## config.mk

```make
export PLATFORM = sky130hd
export DESIGN_NAME = mac_rx_top
export DESIGN_NICKNAME = d
export VERILOG_FILES = /design/src/mac_rx_pkg.sv /design/src/mac_rx_top.sv /design/src/rx_stream_out.sv /design/src/mac_crc.sv /design/src/rx_frame_ctrl.sv /design/src/rx_input_stage.sv
export SDC_FILE = /design/constraint.sdc
export NUM_CORES = 1
export LEC_CHECK = 0
export ABC_AREA = 1
export BUFFER_PORTS_ARGS = -buffer_cell sky130_fd_sc_hd__buf_2
export CAP_MARGIN = 20
export CORE_ASPECT_RATIO = 1.5
export CORE_MARGIN = 5
export CORE_UTILIZATION = 45
export CTS_CLUSTER_SIZE = 30
export DETAILED_ROUTE_END_ITERATION = 6
export GPL_ROUTABILITY_DRIVEN = 0
export GPL_TIMING_DRIVEN = 0
export SYNTH_ARGS = -nofsm -noshare
export SYNTH_HDL_FRONTEND = slang
export SYNTH_SLANG_ARGS = --single-unit
```

## constraint.sdc

```tcl
create_clock -name mac_rx_clk -period 1.33 [get_ports mac_rx_clk]
set_input_delay 0.0665 -clock mac_rx_clk [delete_from_list [all_inputs] [get_ports mac_rx_clk]]
set_output_delay 0.0665 -clock mac_rx_clk [all_outputs]
set_load 0.02 [all_outputs]
```

## src/mac_rx_pkg.sv

```systemverilog
// shared types, controller state enum and frame / crc constants
// for the byte-level gigabit ethernet receive path
package mac_rx_pkg;

    // ------------------------------------------------------------------------
    // frame constants
    // ------------------------------------------------------------------------
    localparam logic [7:0] PREAMBLE_BYTE = 8'h55;   // each preamble byte
    localparam logic [7:0] SFD_BYTE      = 8'hD5;   // start of frame delimiter
    localparam int         PREAMBLE_LEN  = 7;       // preamble bytes before sfd

    // wide enough to count the whole preamble
    localparam int PRE_CNT_W = $clog2(PREAMBLE_LEN + 1);

    // ------------------------------------------------------------------------
    // crc-32 constants
    // ------------------------------------------------------------------------
    localparam int               CRC_W       = 32;
    localparam logic [CRC_W-1:0] CRC_INIT    = 32'hFFFF_FFFF;  // preset before frame
    localparam logic [CRC_W-1:0] CRC_POLY    = 32'hEDB8_8320;  // reflected 802.3 poly
    // register value after a good frame incl. fcs, normal bit order
    localparam logic [CRC_W-1:0] CRC_RESIDUE = 32'hC704_DD7B;

    // ------------------------------------------------------------------------
    // stream types
    // ------------------------------------------------------------------------

    // one byte from the rgmii ddr capture
    typedef struct packed {
        logic [7:0] data;
        logic       dv;     // rx_ctl rising edge half
        logic       err;    // rx_ctl falling edge half (dv xor er)
    } rx_byte_t;

    // receive stream toward the user logic
    typedef struct packed {
        logic [7:0] data;
        logic       valid;
        logic       sof;    // first destination address byte
        logic       eof;    // last fcs byte, only when crc is good
    } mac_stream_t;

    // in-band phy status, same bit order as the idle nibble
    typedef struct packed {
        logic       duplex; // 1 - full, 0 - half
        logic [1:0] speed;  // 00 - 10Mb, 01 - 100Mb, 10 - 1Gb
        logic       link;   // 1 - up
    } eth_status_t;

    // receive controller states
    typedef enum logic [1:0] {
        IDLE,       // waiting for dv
        PREAMBLE,   // counting preamble bytes, expecting sfd
        PAYLOAD,    // frame bytes accepted
        DROP        // bad preamble or sfd, wait for dv low
    } rx_state_e;

endpackage
```

## src/mac_rx_top.sv

```systemverilog
// gigabit mac receive path: input register, frame controller,
// crc-32 checker and output stream stage
`timescale 1ns/1ps

module mac_rx_top (
    input  logic                     mac_rx_clk,
    input  logic                     reset_i,
    input  mac_rx_pkg::rx_byte_t     rx_byte_i,     // byte stream from ddr capture
    output mac_rx_pkg::mac_stream_t  mac_rx_o,      // da .. fcs, eof on good crc
    output mac_rx_pkg::eth_status_t  eth_status_o   // link, speed, duplex
);
    import mac_rx_pkg::*;

    rx_byte_t         rx_byte_q;    // registered input, read by all stages
    logic             crc_clear;
    logic             crc_en;
    logic             frame_sof;
    logic             frame_act;
    logic             frame_bad;
    logic [CRC_W-1:0] crc_value;

    // ------------------------------------------------------------------------
    // stage 1, input register and phy status
    // ------------------------------------------------------------------------
    rx_input_stage u_input_stage (
        .mac_rx_clk   (mac_rx_clk),
        .reset_i      (reset_i),
        .rx_byte_i    (rx_byte_i),
        .rx_byte_o    (rx_byte_q),
        .eth_status_o (eth_status_o)
    );

    // preamble / sfd check, strobes are combinational on rx_byte_q
    rx_frame_ctrl u_frame_ctrl (
        .mac_rx_clk  (mac_rx_clk),
        .reset_i     (reset_i),
        .rx_byte_i   (rx_byte_q),
        .crc_clear_o (crc_clear),
        .crc_en_o    (crc_en),
        .frame_sof_o (frame_sof),
        .frame_act_o (frame_act),
        .frame_bad_o (frame_bad)
    );

    mac_crc u_crc (
        .mac_rx_clk  (mac_rx_clk),
        .crc_clear_i (crc_clear),
        .crc_en_i    (crc_en),
        .data_i      (rx_byte_q.data),
        .crc_o       (crc_value)
    );

    // ------------------------------------------------------------------------
    // stages 2 and 3, crc alignment and output register
    // ------------------------------------------------------------------------
    rx_stream_out u_stream_out (
        .mac_rx_clk  (mac_rx_clk),
        .reset_i     (reset_i),
        .data_i      (rx_byte_q.data),
        .crc_i       (crc_value),
        .frame_sof_i (frame_sof),
        .frame_act_i (frame_act),
        .frame_bad_i (frame_bad),
        .mac_rx_o    (mac_rx_o)
    );

endmodule

```

## src/rx_stream_out.sv

```systemverilog
// output stage: aligns bytes and frame flags with the crc result,
// finds the crc residue for eof and registers the receive stream
`timescale 1ns/1ps

module rx_stream_out (
    input  logic                          mac_rx_clk,
    input  logic                          reset_i,
    input  logic [7:0]                    data_i,       // registered input byte
    input  logic [mac_rx_pkg::CRC_W-1:0]  crc_i,        // one cycle behind data_i
    input  logic                          frame_sof_i,
    input  logic                          frame_act_i,
    input  logic                          frame_bad_i,
    output mac_rx_pkg::mac_stream_t       mac_rx_o
);
    import mac_rx_pkg::*;

    // align stage, same cycle as the crc that includes the byte
    logic [7:0] data_d;
    logic       sof_d;
    logic       act_d;
    logic       bad_d;

    // output registers
    logic [7:0] out_data_q;
    logic       out_valid_q;
    logic       out_sof_q;
    logic       out_eof_q;

    logic       valid_next;
    logic       eof_next;

    // ------------------------------------------------------------------------
    // align with crc
    // ------------------------------------------------------------------------
    always_ff @(posedge mac_rx_clk) begin
        data_d <= data_i;
    end

    always_ff @(posedge mac_rx_clk) begin
        if (reset_i) begin
            sof_d <= 1'b0;
            act_d <= 1'b0;
            bad_d <= 1'b0;
        end else begin
            sof_d <= frame_sof_i;
            act_d <= frame_act_i;
            bad_d <= frame_bad_i;
        end
    end

    // ------------------------------------------------------------------------
    // valid / eof
    // ------------------------------------------------------------------------
    always_comb begin
        valid_next = out_valid_q;
        if (sof_d) begin
            valid_next = 1'b1;        // frame opens on first da byte
        end else if (out_eof_q || !act_d) begin
            valid_next = 1'b0;        // closes after eof or when dv fell
        end
        // only one eof per frame, bytes after it are not passed on
        eof_next = valid_next && !bad_d && (crc_i == CRC_RESIDUE);
    end

    always_ff @(posedge mac_rx_clk) begin
        out_data_q <= data_d;
    end

    always_ff @(posedge mac_rx_clk) begin
        if (reset_i) begin
            out_valid_q <= 1'b0;
            out_sof_q   <= 1'b0;
            out_eof_q   <= 1'b0;
        end else begin
            out_valid_q <= valid_next;
            out_sof_q   <= sof_d;
            out_eof_q   <= eof_next;
        end
    end

    assign mac_rx_o.data  = out_data_q;
    assign mac_rx_o.valid = out_valid_q;
    assign mac_rx_o.sof   = out_sof_q;
    assign mac_rx_o.eof   = out_eof_q;

endmodule

```

## src/mac_crc.sv

```systemverilog
// ethernet crc-32 register, one byte per cycle, lsb first,
// with synchronous preset and enable
`timescale 1ns/1ps

module mac_crc (
    input  logic                           mac_rx_clk,
    input  logic                           crc_clear_i,  // load CRC_INIT
    input  logic                           crc_en_i,     // take data_i
    input  logic [7:0]                     data_i,
    output logic [mac_rx_pkg::CRC_W-1:0]   crc_o         // normal bit order
);
    import mac_rx_pkg::*;

    logic [CRC_W-1:0] crc_q;     // reflected register, bit 0 is x^31 term
    logic [CRC_W-1:0] crc_next;

    // ------------------------------------------------------------------------
    // byte update, 8 serial steps unrolled
    // ------------------------------------------------------------------------
    always_comb begin
        crc_next = crc_q;
        for (int i = 0; i < 8; i++) begin
            if (crc_next[0] ^ data_i[i]) begin   // bit 0 goes on the wire first
                crc_next = (crc_next >> 1) ^ CRC_POLY;
            end else begin
                crc_next = crc_next >> 1;
            end
        end
    end

    always_ff @(posedge mac_rx_clk) begin
        if (crc_clear_i) begin
            crc_q <= CRC_INIT;
        end else if (crc_en_i) begin
            crc_q <= crc_next;
        end
    end

    // residue compare is done in msb-first order, flip the register
    always_comb begin
        for (int b = 0; b < CRC_W; b++) begin
            crc_o[b] = crc_q[CRC_W-1-b];
        end
    end

endmodule

```

## src/rx_frame_ctrl.sv

```systemverilog
// receive controller: preamble and sfd check, drop of bad bursts,
// crc clear/enable and frame strobes for the output stage
`timescale 1ns/1ps

module rx_frame_ctrl (
    input  logic                  mac_rx_clk,
    input  logic                  reset_i,
    input  mac_rx_pkg::rx_byte_t  rx_byte_i,     // registered input byte
    output logic                  crc_clear_o,   // preset crc, sfd cycle
    output logic                  crc_en_o,      // crc takes this byte
    output logic                  frame_sof_o,   // first accepted byte
    output logic                  frame_act_o,   // frame byte accepted
    output logic                  frame_bad_o    // err seen in this frame
);
    import mac_rx_pkg::*;

    rx_state_e            state_q;
    rx_state_e            state_d;
    logic [PRE_CNT_W-1:0] pre_cnt_q;   // preamble bytes seen so far
    logic                 sof_pend_q;  // sfd was on the previous cycle
    logic                 bad_q;
    logic                 is_pre;
    logic                 is_sfd;
    logic                 pre_done;
    logic                 sfd_hit;
    logic                 in_payload;

    assign is_pre     = (rx_byte_i.data == PREAMBLE_BYTE);
    assign is_sfd     = (rx_byte_i.data == SFD_BYTE);
    assign pre_done   = (pre_cnt_q == PRE_CNT_W'(PREAMBLE_LEN));  // sfd slot
    assign sfd_hit    = (state_q == PREAMBLE) && rx_byte_i.dv && pre_done && is_sfd;
    assign in_payload = (state_q == PAYLOAD) && rx_byte_i.dv;

    // ------------------------------------------------------------------------
    // state machine
    // ------------------------------------------------------------------------
    always_comb begin
        state_d = state_q;
        case (state_q)
            IDLE: begin
                if (rx_byte_i.dv) begin
                    state_d = is_pre ? PREAMBLE : DROP;  // burst byte 0
                end
            end
            PREAMBLE: begin
                if (!rx_byte_i.dv) begin
                    state_d = IDLE;                      // burst too short
                end else if (pre_done) begin
                    state_d = is_sfd ? PAYLOAD : DROP;
                end else if (!is_pre) begin
                    state_d = DROP;
                end
            end
            PAYLOAD, DROP: begin
                if (!rx_byte_i.dv) state_d = IDLE;       // end of burst
            end
            default: state_d = IDLE;
        endcase
    end

    always_ff @(posedge mac_rx_clk) begin
        if (reset_i) begin
            state_q    <= IDLE;
            pre_cnt_q  <= '0;
            sof_pend_q <= 1'b0;
            bad_q      <= 1'b0;
        end else begin
            state_q    <= state_d;
            // counting only matters inside PREAMBLE, left at sfd slot
            pre_cnt_q  <= (state_q == PREAMBLE) ? pre_cnt_q + 1'b1 : PRE_CNT_W'(1);
            sof_pend_q <= sfd_hit;
            if (sfd_hit) begin
                bad_q <= 1'b0;                          // new frame starts clean
            end else if (in_payload && rx_byte_i.err) begin
                bad_q <= 1'b1;
            end
        end
    end

    // ------------------------------------------------------------------------
    // strobes
    // ------------------------------------------------------------------------
    assign crc_clear_o = sfd_hit || reset_i;         // crc register has no own reset
    assign crc_en_o    = in_payload;
    assign frame_act_o = in_payload;
    assign frame_sof_o = in_payload && sof_pend_q;   // byte right after sfd
    assign frame_bad_o = bad_q || (in_payload && rx_byte_i.err);  // err byte counts too

endmodule

```

## src/rx_input_stage.sv

```systemverilog
// input register for the received byte stream and
// decoder of the in-band phy status sent between frames
`timescale 1ns/1ps

module rx_input_stage (
    input  logic                     mac_rx_clk,
    input  logic                     reset_i,
    input  mac_rx_pkg::rx_byte_t     rx_byte_i,   // from ddr capture
    output mac_rx_pkg::rx_byte_t     rx_byte_o,   // registered byte
    output mac_rx_pkg::eth_status_t  eth_status_o
);
    import mac_rx_pkg::*;

    rx_byte_t    rx_byte_q;
    eth_status_t eth_status_q;

    // ------------------------------------------------------------------------
    // byte register
    // ------------------------------------------------------------------------
    // data is cleared too, the status decoder reads it right after reset
    always_ff @(posedge mac_rx_clk) begin
        if (reset_i) begin
            rx_byte_q <= '0;
        end else begin
            rx_byte_q <= rx_byte_i;
        end
    end

    // ------------------------------------------------------------------------
    // in-band status
    // ------------------------------------------------------------------------
    // phy repeats link/speed/duplex on rxd[3:0] while dv and err are low
    always_ff @(posedge mac_rx_clk) begin
        if (reset_i) begin
            eth_status_q <= '0;
        end else if (!rx_byte_q.dv && !rx_byte_q.err) begin
            eth_status_q <= eth_status_t'(rx_byte_q.data[3:0]);  // plain idle
        end
        // carrier extend / false carrier and frames keep the old status
    end

    assign rx_byte_o    = rx_byte_q;
    assign eth_status_o = eth_status_q;

endmodule

```

==> flow_summary.yaml <==
outcome:
  outcome: "finished with violations"
  violations: "design-rule violations, negative setup slack"
die:
  rows: 40
  die_y_um: 121
  num_io_pins: 27
  core_um2: 8010
  initial_core_util_pct: 46.3
  fp.dieArea_um2: 10200
  die_w_um: 84.1
worst_setup_path:
  cp-end-kind: "flop"
  ff2ff_path_depth: 12
  worstSetupStartpoint: "u_input_stage.rx_byte_o[2]"
  path_class: "flop to flop"
  crit_path_top_delay_cell: "dfxtp_4"
  crit_arrival_ns: 1.81
  critPathLaunchType: "flop"
  crit_chain: "buf_12, nand2_8, nand2_8, nand2_4, nand2_8, inv_8, nand2_8, nand2_8, clkinv_8, nand2_1, nand3_2, nand2_1"
  reg2reg_to: "u_crc.crc_q[23]"
  critPathMaxFanout: 7
  rrSetupSlack_ns: -0.19
  crit_required_ns: 1.62
  critPathMaxStageDelay_ns: 0.38
  critPathMostFrequentCell: "nand2_8"
  timing.rr.start: "u_input_stage.rx_byte_o[2]"
  worstSetupEndpoint: "u_crc.crc_q[23]"
clocking:
  cts_buffers: 9
  htree_levels: 3
  clkLatencyLatePin_ns: 0.35
  clockBufferDepth: 2
  cts_tree: "yes"
  cts_root_buf: "clkbuf_16"
  cts.sinks: 75
  clk_pin_slew_ns: 0.06
global_route:
  grt_max_degree: 14
  overflow: 0
  antenna_found_initial: 0
  grt_use_total_pct: 23.5
  grt_pass1_vias: 3681
  grt_pass1_wl_mm: 18.3
sta:
  worstMarginPinSlew_ns: 0.511
  rsz0062_at_grt: "true"
  worst_clock_skew_ns: 0.0107
  setup_violations: 35
  min_period_ns: 1.52
  hold_viol: 0
  slew_viol_final: 0
  finalCritPeriodShare_pct: 114
  hold_slack_ns: 0.167
  slew_headroom_pct: 65.9
  fin_ws_ns: -0.186
  final.setup.tns_ns: -3.38
  fmax_mhz: 659
final_layout:
  fin_nets: 635
  final_cell_area_um2: 5730
  drive_gt1_share_pct: 41.4
  utilization_pct: 71.5
  syn2layout_area_growth_pct: 54.6
  diodes: 0
synth:
  synth-main-ff-cell: "dfxtp_1"
  syn_area_um2: 3700
  synth_top_cells_by_area: "dfxtp_1, nand2_1, nand3_1"
  ys_warn_count: 0
  synth_top_cells_by_count: "nand2_1, dfxtp_1, inv_1"
  synth_enable_flop_cells: 0
  yosysUniqueCellTypes: 33
  synth_top_area_share_pct: 40.5
  syn_nets: 539
  postSynthAreaPerCell_um2: 7.06
  synth-seq-cells: 75
  synthCells: 525
  async_reset_ff_share_pct: 0
  ys_seq_area_share_pct: 40.5
  synth.most_common_cell: "nand2_1"
  synth.largest_area_cell: "dfxtp_1"
detailed_routing:
  drcViolationCount: 8
  drt_iter0_drc: 463
  vias: 4060
  routed_wl_mm: 13.3
  postRouteAntennaNets: 0
  dr.pass1.iters: 7
  wl_per_cell_um: 18.2
  avgViaCountPerCell: 5.55
flow_run:
  cap_violations: 0
power:
  powerDensity_nw_per_um2: 1460
  p_leak_nw: 2.61
  ir_drop_mv: 1.14
placed_design:
  dp_hpwl_mm: 7.60
  port_buffers: 26
  dpl-instance-area_um2: 3970
worst_hold_path:
  hold_path_class: "input port to flop"
[cell type report]
| class | instances | area [µm²] |
|---|---|---|
| Inverter | 62 | 273 |
| Timing Repair Buffer | 85 | 733 |
| Clock inverter | 6 | 113 |
| Clock buffer | 10 | 229 |
| Buffer | 14 | 115 |
| Tap cell | 105 | 131 |
| Fill cell | 586 | 2280 |
| Multi-Input combinational cell | 374 | 2570 |
| Sequential cell | 75 | 1560 |
[cells in the final DEF, fill, tap and decap left out, types with 2 or more instances in the layout]
cell type,netlist,routed
nand2_2,14,21
a21oi_1,42,20
a21oi_2,0,22
nand2_1,158,123
nor3_1,5,4
buf_2,3,28
dfxtp_2,0,10
o21ai_0,13,11
o211ai_1,5,5
bufinv_16,0,3
xor2_1,19,11
clkbuf_16,0,10
xnor2_2,0,4
nor2_4,0,2
buf_6,1,9
buf_4,4,36
nor3b_1,2,2
dfxtp_4,0,12
buf_8,0,4
nand2_4,9,24
inv_6,1,2
nand4_1,3,3
dfxtp_1,75,53
clkbuf_1,4,2
nand3_2,1,12
dlygate4sd3_1,0,11
xor2_4,0,2
inv_1,50,44
buf_12,0,4
nand3_1,49,37
o21ai_1,7,7
inv_4,1,6
nand2_8,1,14
nor2_1,28,25
inv_2,10,9
xor2_2,0,6
nor4_1,5,4
[sequential cells by signal, summed over array words and instances, names as in the netlist]
register,count
u_crc.crc_q,32
u_frame_ctrl.bad_q,1
u_frame_ctrl.pre_cnt_q,3
u_frame_ctrl.sof_pend_q,1
u_frame_ctrl.state_q,2
u_input_stage.eth_status_o,4
u_input_stage.rx_byte_o,10
u_stream_out.act_d,1
u_stream_out.bad_d,1
u_stream_out.data_d,8
u_stream_out.out_data_q,8
u_stream_out.out_eof_q,1
u_stream_out.out_sof_q,1
u_stream_out.out_valid_q,1
u_stream_out.sof_d,1
[where the power goes]
part / internal (mW) / total [mW] / switching [mW]
clock network: 1.84 / 2.84 / 1.00
logic: 1.13 / 2.80 / 1.68
registers: 2.45 / 2.69 / 0.238
total: 5.42 / 8.34 / 2.92
[metal layers]
| metal | GRT usage (%) | up-vias | part of all wire (%) | wire length (µm) |
|---|---|---|---|---|
| li1 | - | 1868 | - | - |
| met3 | 4.62 | 86 | 6.9 | 913 |
| met5 | 0 | - | 0 | 0 |
| met1 | 25.3 | 1866 | 37 | 4860 |
| met4 | 17.5 | 0 | 7.4 | 978 |
| met2 | 40.2 | 240 | 49 | 6540 |
[per-stage QoR]
| stage | setup WS [ns] | std cells | total power, mW |
|---|---|---|---|
| 2_1_floorplan | 0.00429 | 525 | 3.95 |
| 3_3_place_gp | -0.338 | 656 | 4.36 |
| 3_5_place_dp | -0.368 | 656 | 4.39 |
| 4_1_cts | -0.115 | 710 | 7.68 |
| 5_1_grt | -0.232 | 731 | 8.69 |
| 6_report | -0.186 | 731 | 8.34 |
[kinds of logic after synthesis]
logic type | Yosys count | share of synthesized area [%]
flip-flops | 75 | 40.5
AND/OR/NAND/NOR | 278 | 34.4
AO/OA/AOI/OAI | 69 | 9.83
XOR/XNOR | 25 | 5.91
buffers and inverters | 76 | 8.61
adder cells (fa/ha/maj) | 2 | 0.675
[worst min-delay path by stage]
stage                       startpoint                          to  slack (ns)  cells after the start
after floorplan                reset_i    u_stream_out.out_valid_q        0.15                      1
after global placement    rx_byte_i[1]  u_input_stage.rx_byte_o[1]        0.27                      3
after detailed placement  rx_byte_i[7]  u_input_stage.rx_byte_o[7]        0.27                      3
after CTS                      reset_i   u_frame_ctrl.pre_cnt_q[0]        0.17                      4
after global routing           reset_i   u_frame_ctrl.pre_cnt_q[0]        0.22                      4
final                          reset_i   u_frame_ctrl.pre_cnt_q[0]        0.17                      4
[timing repair]
| action | 4_1_cts | 5_1_grt |
|---|---|---|
| pin swaps | 15 | 32 |
| gates cloned | 1 | 1 |
| resized for setup | 114 | 108 |
| hold buffers | 11 | 0 |
| hold endpoints to repair | 11 | 0 |
| setup buffers | 26 | 20 |
| endpoints found under the setup margin | 38 | 37 |
[worst max-delay path, delay by kind of cell, from the launching register on]
kind	cells	cell delay [ns]
and+or+nand+nor	9	0.76
buffers and inverters	3	0.31
DFF	1	0.38
Note: power is estimated with default switching activity, not from simulation.
